[config.mk]
export PLATFORM = sky130hd
export DESIGN_NAME = apbI2cTop
export DESIGN_NICKNAME = d
export VERILOG_FILES = /design/src/source/i2cBusPkg.sv /design/src/source/apbMapPkg.sv /design/src/source/apbI2cTop.sv /design/src/source/i2cMaster.sv /design/src/source/syncFifo.sv /design/src/source/apbRegs.sv
export SDC_FILE = /design/constraint.sdc
export NUM_CORES = 1
export LEC_CHECK = 0
export ABC_AREA = 1
export BUFFER_PORTS_ARGS = -buffer_cell sky130_fd_sc_hd__clkbuf_2
export CAP_MARGIN = 10
export CORE_MARGIN = 4
export CORE_UTILIZATION = 30
export DETAILED_ROUTE_END_ITERATION = 7
export GPL_TIMING_DRIVEN = 0
export PLACE_DENSITY = 0.45
export SKIP_CTS_REPAIR_TIMING = 1
export SLEW_MARGIN = 0
export SYNTH_ARGS = -nofsm -noshare
export SYNTH_HDL_FRONTEND = slang
export SYNTH_HIERARCHICAL = 1
export SYNTH_SLANG_ARGS = --single-unit
export TNS_END_PERCENT = 1
[constraint.sdc]
create_clock -name PCLK -period 10.9 [get_ports PCLK]
set_clock_uncertainty 0.2 [all_clocks]
set_input_delay 1.09 -clock PCLK [delete_from_list [all_inputs] [get_ports PCLK]]
set_output_delay 1.09 -clock PCLK [all_outputs]
set_load 0.1 [all_outputs]
[src/source/i2cBusPkg.sv]
// I2C side definitions
// FIFO payload types, FIFO depth and bit timing
`default_nettype none

package i2cBusPkg;

	// TX FIFO word, sent as four bytes
	// Most significant byte goes out first
	typedef logic [31:0] txWord_t;

	// RX FIFO byte
	// Zero-extended onto PRDATA
	typedef logic [7:0] rxByte_t;

	// Entries per FIFO
	localparam int fifoDepth = 8;

	// PCLK cycles per quarter SCL period
	localparam int sclQuarter = 4;

endpackage

`default_nettype wire

[src/source/apbMapPkg.sv]
// APB register map of the I2C master
// Word addresses, register width and configuration field positions
`default_nettype none

package apbMapPkg;

	////////////////////
	// Register addresses, one 32-bit word each
	localparam logic [31:0] addrTxData  = 32'd0;
	localparam logic [31:0] addrRxData  = 32'd4;
	localparam logic [31:0] addrConfig  = 32'd8;
	localparam logic [31:0] addrTimeout = 32'd12;

	// Width of configuration and timeout registers
	localparam int regWidth = 14;

	////////////////////
	// Write with this bit set starts a transfer
	localparam int cfgEnableBit = 0;
	// Read mode when set
	localparam int cfgReadBit = 1;
	// Seven bit slave address
	localparam int cfgAddrLsb = 2;
	localparam int cfgAddrMsb = 8;
	// Read byte count, 1 to 31
	localparam int cfgCountLsb = 9;
	localparam int cfgCountMsb = 13;

	typedef logic [regWidth-1:0] cfgReg_t;

endpackage

`default_nettype wire
[src/source/apbI2cTop.sv]
// APB to I2C master top level
// Register block, TX and RX FIFOs and the bit engine
`timescale 1ns/1ps
`default_nettype none

module apbI2cTop (
	input  logic        PCLK,
	input  logic        PRESETn,
	input  logic        PSELx,
	input  logic        PWRITE,
	input  logic        PENABLE,
	input  logic [31:0] PADDR,
	input  logic [31:0] PWDATA,
	output logic [31:0] PRDATA,
	output logic        PREADY,
	output logic        PSLVERR,
	output logic        INT_TX,
	output logic        INT_RX,
	output logic        sclOe,
	output logic        sdaOe,
	input  logic        sclIn,
	input  logic        sdaIn
);

	// Register block to FIFOs and engine
	logic txPush;
	logic rxPop;
	i2cBusPkg::txWord_t txWdata;
	apbMapPkg::cfgReg_t cfgReg;
	apbMapPkg::cfgReg_t timeoutReg;
	logic startPulse;

	// FIFO status and heads
	i2cBusPkg::txWord_t txData;
	i2cBusPkg::rxByte_t rxData;
	logic txEmpty;
	logic rxEmpty;
	logic rxFull;

	// Engine side
	logic txPop;
	logic rxPush;
	i2cBusPkg::rxByte_t rxWdata;
	// Transfer in progress, for monitoring
	logic busy;
	logic error;

	////////////////////
	apbRegs regs (
		.PCLK(PCLK), .PRESETn(PRESETn), .PSELx(PSELx), .PWRITE(PWRITE),
		.PENABLE(PENABLE), .PADDR(PADDR), .PWDATA(PWDATA), .PRDATA(PRDATA),
		.PREADY(PREADY), .PSLVERR(PSLVERR), .rxData(rxData), .rxEmpty(rxEmpty),
		.txEmpty(txEmpty), .error(error), .txPush(txPush), .rxPop(rxPop),
		.txWdata(txWdata), .cfgReg(cfgReg), .timeoutReg(timeoutReg),
		.startPulse(startPulse), .INT_TX(INT_TX), .INT_RX(INT_RX)
	);

	// Full flag unused, a push on full is dropped inside
	syncFifo #(.payload_t(i2cBusPkg::txWord_t)) txFifo (
		.PCLK(PCLK), .PRESETn(PRESETn), .push(txPush), .pop(txPop),
		.wdata(txWdata), .rdata(txData), .full(), .empty(txEmpty)
	);

	syncFifo #(.payload_t(i2cBusPkg::rxByte_t)) rxFifo (
		.PCLK(PCLK), .PRESETn(PRESETn), .push(rxPush), .pop(rxPop),
		.wdata(rxWdata), .rdata(rxData), .full(rxFull), .empty(rxEmpty)
	);

	i2cMaster engine (
		.PCLK(PCLK), .PRESETn(PRESETn), .startPulse(startPulse), .cfgReg(cfgReg),
		.timeoutReg(timeoutReg), .txData(txData), .txEmpty(txEmpty), .rxFull(rxFull),
		.txPop(txPop), .rxPush(rxPush), .rxWdata(rxWdata), .busy(busy), .error(error),
		.sclOe(sclOe), .sdaOe(sdaOe), .sclIn(sclIn), .sdaIn(sdaIn)
	);

endmodule

`default_nettype wire

[src/source/i2cMaster.sv]
// Bit level I2C master engine
// START, address, data bytes with ACK, STOP, clock stretch timeout
`timescale 1ns/1ps
`default_nettype none

module i2cMaster (
	input  logic                PCLK,
	input  logic                PRESETn,
	input  logic                startPulse,
	input  apbMapPkg::cfgReg_t  cfgReg,
	input  apbMapPkg::cfgReg_t  timeoutReg,
	input  i2cBusPkg::txWord_t  txData,
	input  logic                txEmpty,
	input  logic                rxFull,
	output logic                txPop,
	output logic                rxPush,
	output i2cBusPkg::rxByte_t  rxWdata,
	output logic                busy,
	output logic                error,
	output logic                sclOe,
	output logic                sdaOe,
	input  logic                sclIn,
	input  logic                sdaIn
);

	typedef enum logic [2:0] {sIdle, sStart, sAddr, sWrite, sRead, sAck, sStop} state_t;

	state_t state;
	logic [1:0] ph;
	logic [$clog2(i2cBusPkg::sclQuarter)-1:0] qCnt;
	logic [2:0] bitCnt;
	logic [1:0] byteIdx;
	i2cBusPkg::rxByte_t shiftReg;
	i2cBusPkg::txWord_t wordReg;
	logic readMode;
	logic fromAddr;
	logic nackReg;
	logic [apbMapPkg::cfgCountMsb-apbMapPkg::cfgCountLsb:0] rxLeft;
	apbMapPkg::cfgReg_t timeoutLat;
	apbMapPkg::cfgReg_t stretchCnt;
	logic stretching;
	logic stepPhase;
	logic timeoutHit;
	logic ackDrive;
	logic nackNext;

	////////////////////
	// Pacing and status
	// Slave holds SCL low after release
	assign stretching = (state != sIdle) && !sclOe && !sclIn;
	// Quarter ends, frozen while stretched
	assign stepPhase = (qCnt == i2cBusPkg::sclQuarter - 1) && !stretching;
	// STOP always waits for SCL, no timeout there
	assign timeoutHit = (state != sStop) && (timeoutLat != '0) && (stretchCnt == timeoutLat);
	// Master drives ACK only after read data bytes
	assign ackDrive = readMode && !fromAddr;
	// Last byte or full RX FIFO ends the read
	assign nackNext = (rxLeft == '0) || rxFull;
	assign busy = (state != sIdle);

	// SCL low in the first half of each bit
	always_comb
	begin
		case (state)
			sStart: sclOe = (ph == 2'd3);
			sAddr, sWrite, sRead, sAck: sclOe = (ph < 2'd2);
			sStop: sclOe = (ph < 2'd2);
			default: sclOe = 1'b0;
		endcase
	end

	////////////////////
	// Main FSM, SDA only changes at the end of quarter 0 or 2
	always_ff @(posedge PCLK)
	begin
		if (!PRESETn)
		begin
			state <= sIdle;
			ph <= '0;
			qCnt <= '0;
			bitCnt <= '0;
			byteIdx <= '0;
			readMode <= 1'b0;
			fromAddr <= 1'b0;
			nackReg <= 1'b0;
			rxLeft <= '0;
			timeoutLat <= '0;
			stretchCnt <= '0;
			sdaOe <= 1'b0;
			error <= 1'b0;
			txPop <= 1'b0;
			rxPush <= 1'b0;
		end
		else
		begin
			txPop <= 1'b0;
			rxPush <= 1'b0;
			// Stretch counter saturates
			if (!stretching)
				stretchCnt <= '0;
			else if (stretchCnt != '1)
				stretchCnt <= stretchCnt + 1'b1;
			// Quarter counter
			if (stepPhase)
			begin
				qCnt <= '0;
				ph <= ph + 1'b1;
			end
			else if (!stretching)
			begin
				qCnt <= qCnt + 1'b1;
			end
			case (state)
				sIdle:
				begin
					// Start while busy never reaches here
					if (startPulse)
					begin
						state <= sStart;
						ph <= '0;
						qCnt <= '0;
						error <= 1'b0;
						sdaOe <= 1'b0;
						readMode <= cfgReg[apbMapPkg::cfgReadBit];
						rxLeft <= cfgReg[apbMapPkg::cfgCountMsb:apbMapPkg::cfgCountLsb];
						timeoutLat <= timeoutReg;
						shiftReg <= {cfgReg[apbMapPkg::cfgAddrMsb:apbMapPkg::cfgAddrLsb],
							cfgReg[apbMapPkg::cfgReadBit]};
					end
				end
				sStart:
				begin
					// SDA falls while SCL is high
					if (stepPhase && ph == 2'd0)
						sdaOe <= 1'b1;
					if (stepPhase && ph == 2'd3)
					begin
						state <= sAddr;
						bitCnt <= '0;
						fromAddr <= 1'b1;
					end
				end
				sAddr, sWrite:
				begin
					// MSB first, pull low for a zero
					if (stepPhase && ph == 2'd0)
						sdaOe <= !shiftReg[7];
					if (stepPhase && ph == 2'd3)
					begin
						shiftReg <= {shiftReg[6:0], 1'b0};
						bitCnt <= bitCnt + 1'b1;
						if (bitCnt == 3'd7)
							state <= sAck;
					end
				end
				sRead:
				begin
					if (stepPhase && ph == 2'd0)
						sdaOe <= 1'b0;
					// Sample once SCL is really high
					if (stepPhase && ph == 2'd2)
						shiftReg <= {shiftReg[6:0], sdaIn};
					if (stepPhase && ph == 2'd3)
					begin
						bitCnt <= bitCnt + 1'b1;
						if (bitCnt == 3'd7)
						begin
							state <= sAck;
							rxPush <= 1'b1;
							rxWdata <= shiftReg;
							if (rxLeft != '0)
								rxLeft <= rxLeft - 1'b1;
						end
					end
				end
				sAck:
				begin
					// rxFull already reflects this byte's push here
					if (stepPhase && ph == 2'd0)
					begin
						nackReg <= ackDrive ? nackNext : nackReg;
						sdaOe <= ackDrive && !nackNext;
					end
					if (stepPhase && ph == 2'd2 && !ackDrive)
						nackReg <= sdaIn;
					if (stepPhase && ph == 2'd3)
					begin
						fromAddr <= 1'b0;
						bitCnt <= '0;
						if (nackReg)
						begin
							// Slave NACK is an error, own NACK is a normal end
							state <= sStop;
							if (!ackDrive)
								error <= 1'b1;
						end
						else if (readMode)
						begin
							state <= sRead;
						end
						else if (fromAddr || byteIdx == 2'd3)
						begin
							// Next word or finish
							if (txEmpty)
							begin
								state <= sStop;
							end
							else
							begin
								state <= sWrite;
								wordReg <= txData;
								shiftReg <= txData[31:24];
								byteIdx <= '0;
								txPop <= 1'b1;
							end
						end
						else
						begin
							state <= sWrite;
							wordReg <= {wordReg[23:0], 8'h00};
							shiftReg <= wordReg[23:16];
							byteIdx <= byteIdx + 1'b1;
						end
					end
				end
				sStop:
				begin
					// SDA low under low SCL, then rises while SCL is high
					if (stepPhase && ph == 2'd0)
						sdaOe <= 1'b1;
					if (stepPhase && ph == 2'd2)
						sdaOe <= 1'b0;
					if (stepPhase && ph == 2'd3)
						state <= sIdle;
				end
				default: state <= sIdle;
			endcase
			// Stretch too long, abort with error
			if (timeoutHit)
			begin
				state <= sStop;
				ph <= '0;
				qCnt <= '0;
				stretchCnt <= '0;
				error <= 1'b1;
			end
		end
	end

endmodule

`default_nettype wire

[src/source/syncFifo.sv]
// Synchronous FIFO on PCLK with the payload set by a type parameter
// Head is always visible on rdata
`timescale 1ns/1ps
`default_nettype none

module syncFifo #(
	parameter type payload_t = i2cBusPkg::rxByte_t
) (
	input  logic     PCLK,
	input  logic     PRESETn,
	input  logic     push,
	input  logic     pop,
	input  payload_t wdata,
	output payload_t rdata,
	output logic     full,
	output logic     empty
);

	payload_t mem [i2cBusPkg::fifoDepth];
	logic [$clog2(i2cBusPkg::fifoDepth)-1:0] wrPtr;
	logic [$clog2(i2cBusPkg::fifoDepth)-1:0] rdPtr;
	logic [$clog2(i2cBusPkg::fifoDepth+1)-1:0] count;
	logic doPush;
	logic doPop;

	// Push on full and pop on empty are dropped
	assign doPush = push && !full;
	assign doPop = pop && !empty;

	assign full = (count == i2cBusPkg::fifoDepth);
	assign empty = (count == '0);
	assign rdata = mem[rdPtr];

	////////////////////
	// Storage
	always_ff @(posedge PCLK)
	begin
		if (doPush)
		begin
			mem[wrPtr] <= wdata;
		end
	end

	// Pointers wrap at the depth
	always_ff @(posedge PCLK)
	begin
		if (!PRESETn)
		begin
			wrPtr <= '0;
			rdPtr <= '0;
			count <= '0;
		end
		else
		begin
			if (doPush)
			begin
				wrPtr <= (wrPtr == i2cBusPkg::fifoDepth - 1) ? '0 : wrPtr + 1'b1;
			end
			if (doPop)
			begin
				rdPtr <= (rdPtr == i2cBusPkg::fifoDepth - 1) ? '0 : rdPtr + 1'b1;
			end
			// Push and pop together keep the count
			case ({doPush, doPop})
				2'b10: count <= count + 1'b1;
				2'b01: count <= count - 1'b1;
				default: count <= count;
			endcase
		end
	end

endmodule

`default_nettype wire

[src/source/apbRegs.sv]
// APB slave register block of the I2C master
// Decodes accesses into FIFO strobes and holds configuration and timeout
`timescale 1ns/1ps
`default_nettype none

module apbRegs (
	input  logic                PCLK,
	input  logic                PRESETn,
	input  logic                PSELx,
	input  logic                PWRITE,
	input  logic                PENABLE,
	input  logic [31:0]         PADDR,
	input  logic [31:0]         PWDATA,
	output logic [31:0]         PRDATA,
	output logic                PREADY,
	output logic                PSLVERR,
	input  i2cBusPkg::rxByte_t  rxData,
	input  logic                rxEmpty,
	input  logic                txEmpty,
	input  logic                error,
	output logic                txPush,
	output logic                rxPop,
	output i2cBusPkg::txWord_t  txWdata,
	output apbMapPkg::cfgReg_t  cfgReg,
	output apbMapPkg::cfgReg_t  timeoutReg,
	output logic                startPulse,
	output logic                INT_TX,
	output logic                INT_RX
);

	logic accessPhase;
	logic addrHit;
	logic cfgWrite;
	logic toutWrite;

	////////////////////
	// Address decode
	assign accessPhase = PSELx && PENABLE;
	assign addrHit = (PADDR == apbMapPkg::addrTxData) || (PADDR == apbMapPkg::addrRxData) ||
		(PADDR == apbMapPkg::addrConfig) || (PADDR == apbMapPkg::addrTimeout);

	// Zero-wait, only mapped words complete
	assign PREADY = accessPhase && addrHit;

	// FIFO strobes, one per access phase
	assign txPush = accessPhase && PWRITE && (PADDR == apbMapPkg::addrTxData);
	assign rxPop = accessPhase && !PWRITE && (PADDR == apbMapPkg::addrRxData);
	assign txWdata = PWDATA;

	// RX head shown directly, popped by the same read
	assign PRDATA = 32'(rxData);

	// Engine error reported on any access
	assign PSLVERR = accessPhase && error;

	// Interrupts are the FIFO empty levels
	assign INT_TX = txEmpty;
	assign INT_RX = rxEmpty;

	assign cfgWrite = accessPhase && PWRITE && (PADDR == apbMapPkg::addrConfig);
	assign toutWrite = accessPhase && PWRITE && (PADDR == apbMapPkg::addrTimeout);

	////////////////////
	// Configuration and timeout registers
	always_ff @(posedge PCLK)
	begin
		if (!PRESETn)
		begin
			cfgReg <= '0;
			timeoutReg <= '0;
			startPulse <= 1'b0;
		end
		else
		begin
			if (cfgWrite)
			begin
				cfgReg <= PWDATA[apbMapPkg::regWidth-1:0];
			end
			if (toutWrite)
			begin
				timeoutReg <= PWDATA[apbMapPkg::regWidth-1:0];
			end
			// Start goes out together with the new configuration
			startPulse <= cfgWrite && PWDATA[apbMapPkg::cfgEnableBit];
		end
	end

endmodule

`default_nettype wire

==> results of run 1 <==
-- final cells by class --
type,count,area (um2)
Buffer,148,1030
Clock buffer,71,1410
Clock inverter,25,323
Fill cell,6835,43500
Inverter,135,507
Multi-Input combinational cell,1287,6300
Sequential cell,466,12900
Tap cell,873,1090
Timing Repair Buffer,75,533
-- per-stage QoR --
| stage | hold slack (ps) | worst slack [ps] | cells | power (mW) | util (%) |
|---|---|---|---|---|---|
| final | 270 | 6910 | 3080 | 4.07 | 35.7 |
| after detailed placement | 263 | 6300 | 2984 | 2.33 | 33.1 |
| after global routing | 289 | 6770 | 3080 | 4.23 | 35.7 |
| after global placement | 256 | 4060 | 2975 | 2.32 | 32.7 |
| after floorplan | 218 | 6670 | 2036 | 2.24 | - |
| after CTS | 273 | 6920 | 3080 | 4.12 | 35.7 |
-- placed cells by master, fill, tap and decap left out, types with 4 or more instances in the layout --
| master | n |
|---|---|
| dfxtp_1 | 106 |
| clkbuf_1 | 46 |
| nand4_1 | 7 |
| bufinv_16 | 6 |
| xor2_1 | 11 |
| a21oi_1 | 67 |
| clkbuf_2 | 72 |
| nand2_1 | 368 |
| clkinv_2 | 10 |
| nand3_1 | 60 |
| o21ai_0 | 187 |
| nor2_1 | 334 |
| conb_1 | 24 |
| nand3_2 | 4 |
| buf_12 | 7 |
| nor2_4 | 10 |
| inv_2 | 7 |
| mux2i_1 | 41 |
| ha_1 | 24 |
| clkbuf_16 | 53 |
| buf_8 | 6 |
| nor2_2 | 9 |
| clkinv_1 | 5 |
| inv_1 | 127 |
| buf_4 | 75 |
| o21ai_1 | 37 |
| buf_1 | 4 |
| xnor2_1 | 8 |
| o22ai_1 | 40 |
| edfxtp_1 | 360 |
| buf_6 | 10 |
| buf_2 | 14 |
| a22oi_1 | 7 |
| nand2_2 | 6 |
| nor3_1 | 12 |
-- report_power, final --
part,switching [mW],internal [mW]
Clock,0.724,1.05
Sequential,0.0189,1.93
Combinational,0.246,0.0929
Total,0.988,3.08
-- state kept, by name, indices dropped and copies added, names as in the netlist, 4 cells and up, named ones only --
register           flops
engine/stretchCnt     14
engine/rxLeft          5
engine/shiftReg        8
engine/rxWdata         8
engine/timeoutLat     14
regs/timeoutReg       14
regs/cfgReg           13
engine/wordReg        24
rxFifo/count           4
txFifo/mem           256
txFifo/count           4
rxFifo/mem            64
-- routing by layer --
| metal | vias to the layer above | track usage (%) | share of wire [%] |
|---|---|---|---|
| li1 | 7076 | - | - |
| met1 | 6872 | 20.4 | 46 |
| met2 | 291 | 24.8 | 48 |
| met3 | 57 | 2.09 | 4.6 |
| met4 | 0 | 3.67 | 1.7 |
| met5 | - | 0 | 0 |
-- worst paths after layout --
kind | slack (ps) | endpoint
max | 6910 | PREADY
min | 270 | engine/error
max reg2reg | 7730 | engine/shiftReg[7]
min reg2reg | 270 | engine/error
-- worst max-delay path, stage by stage --
cell and delay, ps:
clkbuf_2 80, nor2_1 170, nand2_1 80, nor2_1 260, nand2_2 160, inv_1 80, nand2_1 50, nand3_1 150
nand2_1 80, inv_1 50, clkbuf_2 440
==> flow_metrics.py, run 1 <==
metrics = {
    "outcome": {
        "status": "finished clean",
    },
    "finish": {
        "diodes": 0,
        "design_area_mm2": 0.0241,
        "drive_gt1_share_pct": 14.1,
        "fin_nets": 2261,
        "synthToLayoutAreaGrowth_pct": 17.0,
    },
    "yosys": {
        "synth_area_per_cell_um2": 10.2,
        "yosys_warnings": 6,
        "synthesis.area_mm2": 0.0206,
        "syn_inst": 2013,
    },
    "critical_path": {
        "critical_path_required_ps": 9610,
        "worstPathMaxFanout": 3,
        "critPathLaunch": "PADDR[1]",
        "worstSetupPathType": "primary input to output port",
        "r2r-start": "engine/byteIdx[0]",
        "cp_data_arrival_time_ps": 2700,
        "r2r_cells": 8,
        "critPathCaptureType": "output port",
        "startpoint_type": "primary input",
    },
    "sta": {
        "worstMarginPinSlew_ps": 1140,
        "fin_crit_sh_pct": 36.6,
        "rsz0062_at_grt": "no",
        "hold_viol": 0,
        "drv_slew": 0,
        "tns_ps": 0,
        "period_minus_slack_ps": 3990,
        "setup_viol": 0,
        "max_freq_mhz": 251,
        "slew-limit-headroom_pct": 23.6,
    },
    "routing": {
        "wl_per_cell_um": 18.1,
        "drtIter0Drc": 1061,
        "wirelength_um": 55700,
        "via_count": 14300,
        "antenna_left": 0,
        "avgViaCountPerCell": 4.64,
        "drc": 0,
        "firstDrtPassIters": 5,
    },
    "placed_design": {
        "dpl_cell_area_mm2": 0.0224,
        "gp_congestion": 0.804,
        "io_buffers": 66,
        "dp_hpwl_um": 38800,
    },
    "power_and_ir_drop": {
        "power_density_mw_per_mm2": 169,
        "leakagePower_nw": 9.15,
        "ir_drop_v": 0.000118,
    },
    "clock_tree": {
        "clk_path_buf_depth": 3,
        "cts.sinks": 466,
        "cts_tree": "yes",
        "clkLatencyLatePin_ps": 630,
        "path_clk_slew_ps": 60,
        "ctsRootBufferMaster": "clkbuf_16",
        "numCtsBuffers": 53,
        "cts_max_level": 2,
    },
    "floorplan": {
        "fp.dieArea_mm2": 0.0730,
        "placementRows": 95,
        "die_h_um": 270,
        "initial_core_util_pct": 30.5,
        "die_w_um": 270,
        "io_pins": 109,
        "coreArea_mm2": 0.0676,
    },
    "global_route": {
        "antenna_found_initial": 4,
        "track_usage_pct": 14.8,
        "grt_pass1_wl_um": 84000,
        "grt_pass1_vias": 13900,
        "grt_max_degree": 25,
        "grt-ovfl-total": 0,
    },
    "job": {
        "cap_violations": 0,
    },
    "hold_path": {
        "min_path_type": "register to register",
        "holdPathStages": 2,
        "worstHoldStart": "engine/error",
    },
}
(Power assumes the default switching activity.)
==> inputs of run 2 (changes only) <==
PLACE_DENSITY = 0.47   (was 0.45)
clock period = 3.4 ns   (was 10.9 ns; I/O delays follow)
==> run 2 against run 1 <==
First-iteration DRC count fell by 0.28%; sequential share of layout area fell by 0.36 points; utilization rose by 0.24 points; register-to-register slack got worse by 7500 ps; non-clock buffer count rose by 30; combinational power rose to 3.3 times the previous value; die area did not move; sequential cell count did not move; power rose to 3.1 times the previous value; critical path type is now register to register; largest cell class unchanged.
==> flow_metrics.py, run 2 (synthesis results as in run 1) <==
metrics = {
    "sta": {
        "fin_crit_sh_pct": 93.8,
        "rsz0062_at_grt": "no",
        "setup_viol": 0,
        "drv_slew": 0,
        "tns_ps": 0,
        "hold_viol": 0,
        "period_minus_slack_ps": 3190,
        "max_freq_mhz": 314,
        "slew-limit-headroom_pct": 29.2,
        "worstMarginPinSlew_ps": 1050,
    },
    "routing": {
        "wirelength_um": 54800,
        "antenna_left": 0,
        "via_count": 14400,
        "wl_per_cell_um": 17.6,
        "drtIter0Drc": 1058,
        "drc": 0,
        "avgViaCountPerCell": 4.64,
        "firstDrtPassIters": 5,
    },
    "hold_path": {
        "min_path_type": "primary input to register",
    },
    "global_route": {
        "track_usage_pct": 14.5,
        "busiest_layer": "met2",
        "grt_max_degree": 25,
        "use_met2_pct": 24.5,
        "grt-ovfl-total": 0,
        "met3_usage_pct": 2.27,
        "antenna_found_initial": 3,
        "grt_pass1_vias": 13800,
        "use_met1_pct": 19.8,
        "grt_pass1_wl_um": 82600,
    },
    "critical_path": {
        "cpPeakStageDelay_ps": 630,
        "cp_data_arrival_time_ps": 3200,
        "cpMaxStageDelayCell": "nor2_1",
        "worstPathMaxFanout": 9,
        "startpoint_type": "register",
        "crit_top_cell": "nor2_1",
        "critical_path.top_delay_family": "simple AND/OR/NAND/NOR gates",
        "worstSetupPathType": "register to register",
        "critPathCaptureType": "register",
        "critical_path_required_ps": 3410,
        "critPathBufInv": 1,
        "path_cells": "ha_1 > nor2_2 > clkinv_1 > a21oi_1 > nor2_1 > nor4_1 > o211ai_1 > nor2_1",
    },
    "finish": {
        "drive_gt1_share_pct": 13.6,
        "diodes": 0,
        "largestRegisters": "txFifo/mem (256), rxFifo/mem (64), engine/wordReg (24)",
        "largest_register_ffs": 256,
        "fin_nets": 2289,
        "fin_util_pct": 35.9,
        "stdcell_count": 3110,
        "largest_register": "txFifo/mem",
        "design_area_mm2": 0.0243,
        "final_common_cell": "nand2_1",
        "fillers": 6778,
        "final_cell_mix": "nand2_1, edfxtp_1, nor2_1",
        "synthToLayoutAreaGrowth_pct": 17.8,
    },
    "floorplan": {
        "die_w_um": 270,
        "die_h_um": 270,
        "fp.dieArea_mm2": 0.0730,
        "initial_core_util_pct": 30.5,
        "coreArea_mm2": 0.0676,
        "placementRows": 95,
        "io_pins": 109,
    },
    "power_and_ir_drop": {
        "power_density_mw_per_mm2": 521,
        "ir_drop_v": 0.000376,
        "leakagePower_nw": 9.21,
    },
    "clock_tree": {
        "clkLatencyLatePin_ps": 590,
        "numCtsBuffers": 51,
        "path_clk_slew_ps": 60,
        "cts_tree": "yes",
        "cts.sinks": 466,
        "clk_path_buf_depth": 3,
        "ctsRootBufferMaster": "clkbuf_16",
        "cts_max_level": 2,
    },
    "placed_design": {
        "io_buffers": 66,
        "post-place-cells": 2984,
        "dpl_cell_area_mm2": 0.0224,
        "dp_hpwl_um": 38000,
        "gp_congestion": 0.829,
    },
    "job": {
        "cap_violations": 0,
    },
    "outcome": {
        "status": "finished clean",
    },
}
## run 2: changes by cell type in the layout (fill, tap and decap cells not counted), sizes merged
cell and delta:
dlygate4sd3 +30, inv +2, clkinv -1, clkbuf +5, clkinvlp -2, bufinv -4
## run 2: report_power, final
part / switching (mW) / internal [mW]
clock: 2.22 / 3.09
combinational: 0.794 / 0.320
sequential: 0.0608 / 6.19
total: 3.07 / 9.60
## run 2: final timing paths
kind / start / to / slack, ps / depth (start not counted)
worst min-delay path: sclIn / engine/qCnt[0] / 30 / 5
worst max register to register: engine/byteIdx[0] / engine/shiftReg[1] / 210 / 8
worst max-delay path: engine/byteIdx[0] / engine/shiftReg[1] / 210 / 8
worst min register to register: engine/shiftReg[6] / engine/rxWdata[6] / 260 / 0
## run 2: per-stage QoR
| stage | worst slack (ps) | power, mW | hold slack (ps) |
|---|---|---|---|
| 3_3_place_gp | -2730 | 7.44 | 252 |
| 6_report | 211 | 12.7 | 33.2 |
| 5_1_grt | 44.2 | 13.2 | 15.3 |
| 4_1_cts | 104 | 12.8 | -258 |
| 3_5_place_dp | -513 | 7.45 | 248 |
| 2_1_floorplan | -75.3 | 7.18 | 218 |
## run 2: worst register-to-register path: stages, from the launching register on
cell and delay (ps):
dfxtp_1 320, ha_1 200, nor2_2 290, clkinv_1 390, a21oi_1 340, nor2_1 90, nor4_1 210, o211ai_1 140
nor2_1 630
## run 2: layout make-up
| class | instances | area, um2 | share of cell area (%) |
|---|---|---|---|
| flip-flops and latches | 466 | 12900 | 53.2 |
| multi-input cells | 1287 | 6310 | 26.0 |
| clock buffers | 76 | 1440 | 5.94 |
| well taps | 873 | 1090 | 4.49 |
| plain buffers | 148 | 1030 | 4.26 |
| repair buffers | 105 | 828 | 3.41 |
| inverters | 135 | 507 | 2.09 |
| clock inverters | 20 | 156 | 0.644 |
## run 2: routing by layer
layer,wire length [um],vias to the layer above
met5,0,-
li1,-,7138
met1,25300,6926
met4,831,0
met2,26200,311
met3,2500,60
==> inputs of run 3 (changes only) <==
CORE_MARGIN = 2   (was 4)
==> run 3 against run 2 <==
Sequential cell count unchanged; sequential share of layout area down 0.29 points; clock-buffer cell count is 9 lower; combinational power about the same; cell area is 0.56% higher; clock power grew 5.8%; sequential power about the same; register-to-register slack gained 120 ps; critical path type unchanged; critical endpoint is now engine/wordReg[8]; largest power group unchanged.
==> flow_metrics.py, run 3 (synthesis results as in run 1) <==
metrics = {
    "finish": {
        "fin_nets": 2292,
        "stdcell_count": 3121,
        "fillers": 6840,
        "largest_register": "txFifo/mem",
        "largest_register_ffs": 256,
        "drive_gt1_share_pct": 13.8,
        "final_cell_mix": "nand2_1, edfxtp_1, nor2_1",
        "final_common_cell": "nand2_1",
        "diodes": 0,
        "largestRegisters": "txFifo/mem (256), rxFifo/mem (64), engine/wordReg (24)",
        "synthToLayoutAreaGrowth_pct": 18.5,
    },
    "critical_path": {
        "r2r-start": "engine/byteIdx[0]",
        "startpoint_type": "register",
        "critical_path_required_ps": 3510,
        "critPathCaptureType": "register",
        "r2r_slack_ps": 340,
        "worstSetupPathType": "register to register",
        "reg2reg_to": "engine/wordReg[8]",
        "cp_data_arrival_time_ps": 3170,
        "worstPathMaxFanout": 18,
        "r2r_cells": 7,
        "critPathLaunch": "engine/byteIdx[0]",
    },
    "sta": {
        "period_minus_slack_ps": 3060,
        "setup_viol": 0,
        "worstMarginPinSlew_ps": 945,
        "rsz0062_at_grt": "no",
        "slew-limit-headroom_pct": 36.7,
        "drv_slew": 0,
        "fin_crit_sh_pct": 90.1,
        "max_freq_mhz": 326,
        "hold_viol": 0,
    },
    "power_and_ir_drop": {
        "p_clk_share_pct": 43.2,
        "power_mw": 13.0,
        "power.switching_mw": 3.14,
        "p_sw_share_pct": 24.2,
        "power_density_mw_per_mm2": 531,
        "comb_power_share_pct": 8.6,
        "p_seq_share_pct": 48.2,
        "ir_drop_v": 0.000334,
        "leakagePower_nw": 9.26,
        "p_int_mw": 9.84,
    },
    "hold_path": {
        "worstHoldStart": "sclIn",
        "min_to": "engine/qCnt[0]",
        "holdPathStages": 5,
        "min_path_type": "primary input to register",
    },
    "placed_design": {
        "io_buffers": 66,
        "gp_congestion": 0.832,
        "dp_hpwl_um": 38000,
        "post-place-cells": 2993,
    },
    "routing": {
        "wirelength_um": 54600,
        "antenna_left": 0,
        "avgViaCountPerCell": 4.61,
        "firstDrtPassIters": 5,
        "drtIter0Drc": 1144,
        "via_count": 14400,
        "wl_per_cell_um": 17.5,
        "drc": 0,
    },
    "global_route": {
        "grt_pass1_wl_um": 82200,
        "track_usage_pct": 15.1,
        "grt_max_degree": 25,
        "grt-ovfl-total": 0,
        "antenna_found_initial": 2,
        "grt_pass1_vias": 13800,
    },
    "clock_tree": {
        "cts.sinks": 466,
        "cts_max_level": 2,
        "cts_tree": "yes",
        "clk_path_buf_depth": 3,
        "numCtsBuffers": 52,
        "path_clk_slew_ps": 60,
        "ctsRootBufferMaster": "clkbuf_16",
        "clkLatencyLatePin_ps": 610,
    },
    "floorplan": {
        "die_h_um": 266,
        "die_w_um": 266,
        "coreArea_mm2": 0.0683,
        "placementRows": 96,
        "initial_core_util_pct": 30.2,
        "io_pins": 109,
        "fp.dieArea_mm2": 0.0709,
    },
    "job": {
        "cap_violations": 0,
    },
    "outcome": {
        "status": "finished clean",
    },
}
run 3: changes by cell type in the layout (fill, tap and decap cells not counted), moves of 2 or more:
cell        before  now
bufinv_16        2    6
clkinv_1         9   13
clkbuf_1        50   43
clkinv_2         8    4
nor2_2           9   11
clkinvlp_4       0    2
run 3: worst max-delay path by stage:
stage / slack [ps] / end / cells after the start
after CTS: 150 / txFifo/mem[1][5] / 12
final: 340 / engine/wordReg[8] / 7
after detailed placement: -490 / txFifo/mem[1][3] / 12
after global placement: -2700 / txFifo/mem[1][23] / 11
after global routing: 70 / txFifo/mem[1][4] / 12
after floorplan: -80 / txFifo/mem[1][0] / 10
run 3: through the flow:
| step | worst slack, ps | util (%) | TNS (ps) | hold slack, ps | cell area, um2 |
|---|---|---|---|---|---|
| CTS | 150 | 35.3 | 0 | -276 | 24100 |
| floorplan | -75.3 | - | -9640 | 218 | 20700 |
| detailed placement | -489 | 32.8 | -82760 | 261 | 22400 |
| finish | 335 | 35.8 | 0 | 4.18 | 24400 |
| global route | 67.9 | 35.8 | 0 | 5.29 | 24400 |
| global placement | -2700 | 32.4 | -629780 | 256 | 22100 |
run 3: layout make-up:
type / instances / area, um2 / share of cell area [%]
Timing Repair Buffer: 107 / 856 / 3.50
Tap cell: 882 / 1100 / 4.52
Inverter: 135 / 507 / 2.07
Buffer: 148 / 1030 / 4.23
Sequential cell: 466 / 12900 / 52.9
Clock buffer: 67 / 1380 / 5.64
Multi-Input combinational cell: 1287 / 6310 / 25.8
Clock inverter: 29 / 320 / 1.31
run 3: worst max-delay path: stages (launching register included):
cell and delay, ps:
dfxtp_1 330, ha_1 200, nor2_2 320, clkinv_1 390, a21oi_1 360, nand3_1 230
nor2_2 520, buf_16 230
run 3: power by group through the flow:
stage	registers (mW)	logic [mW]	clock network, mW
4_1_cts	6.25	1.08	5.76
6_report	6.25	1.12	5.61
3_5_place_dp	6.37	1.08	0
3_3_place_gp	6.37	1.07	0
5_1_grt	6.25	1.24	5.98
2_1_floorplan	6.36	0.823	0
run 3: per-layer routing:
layer	part of all wire, %	track usage (%)
met1	45	20.0
met2	48	25.5
met5	0	0
met3	5.0	2.61
met4	1.9	4.10
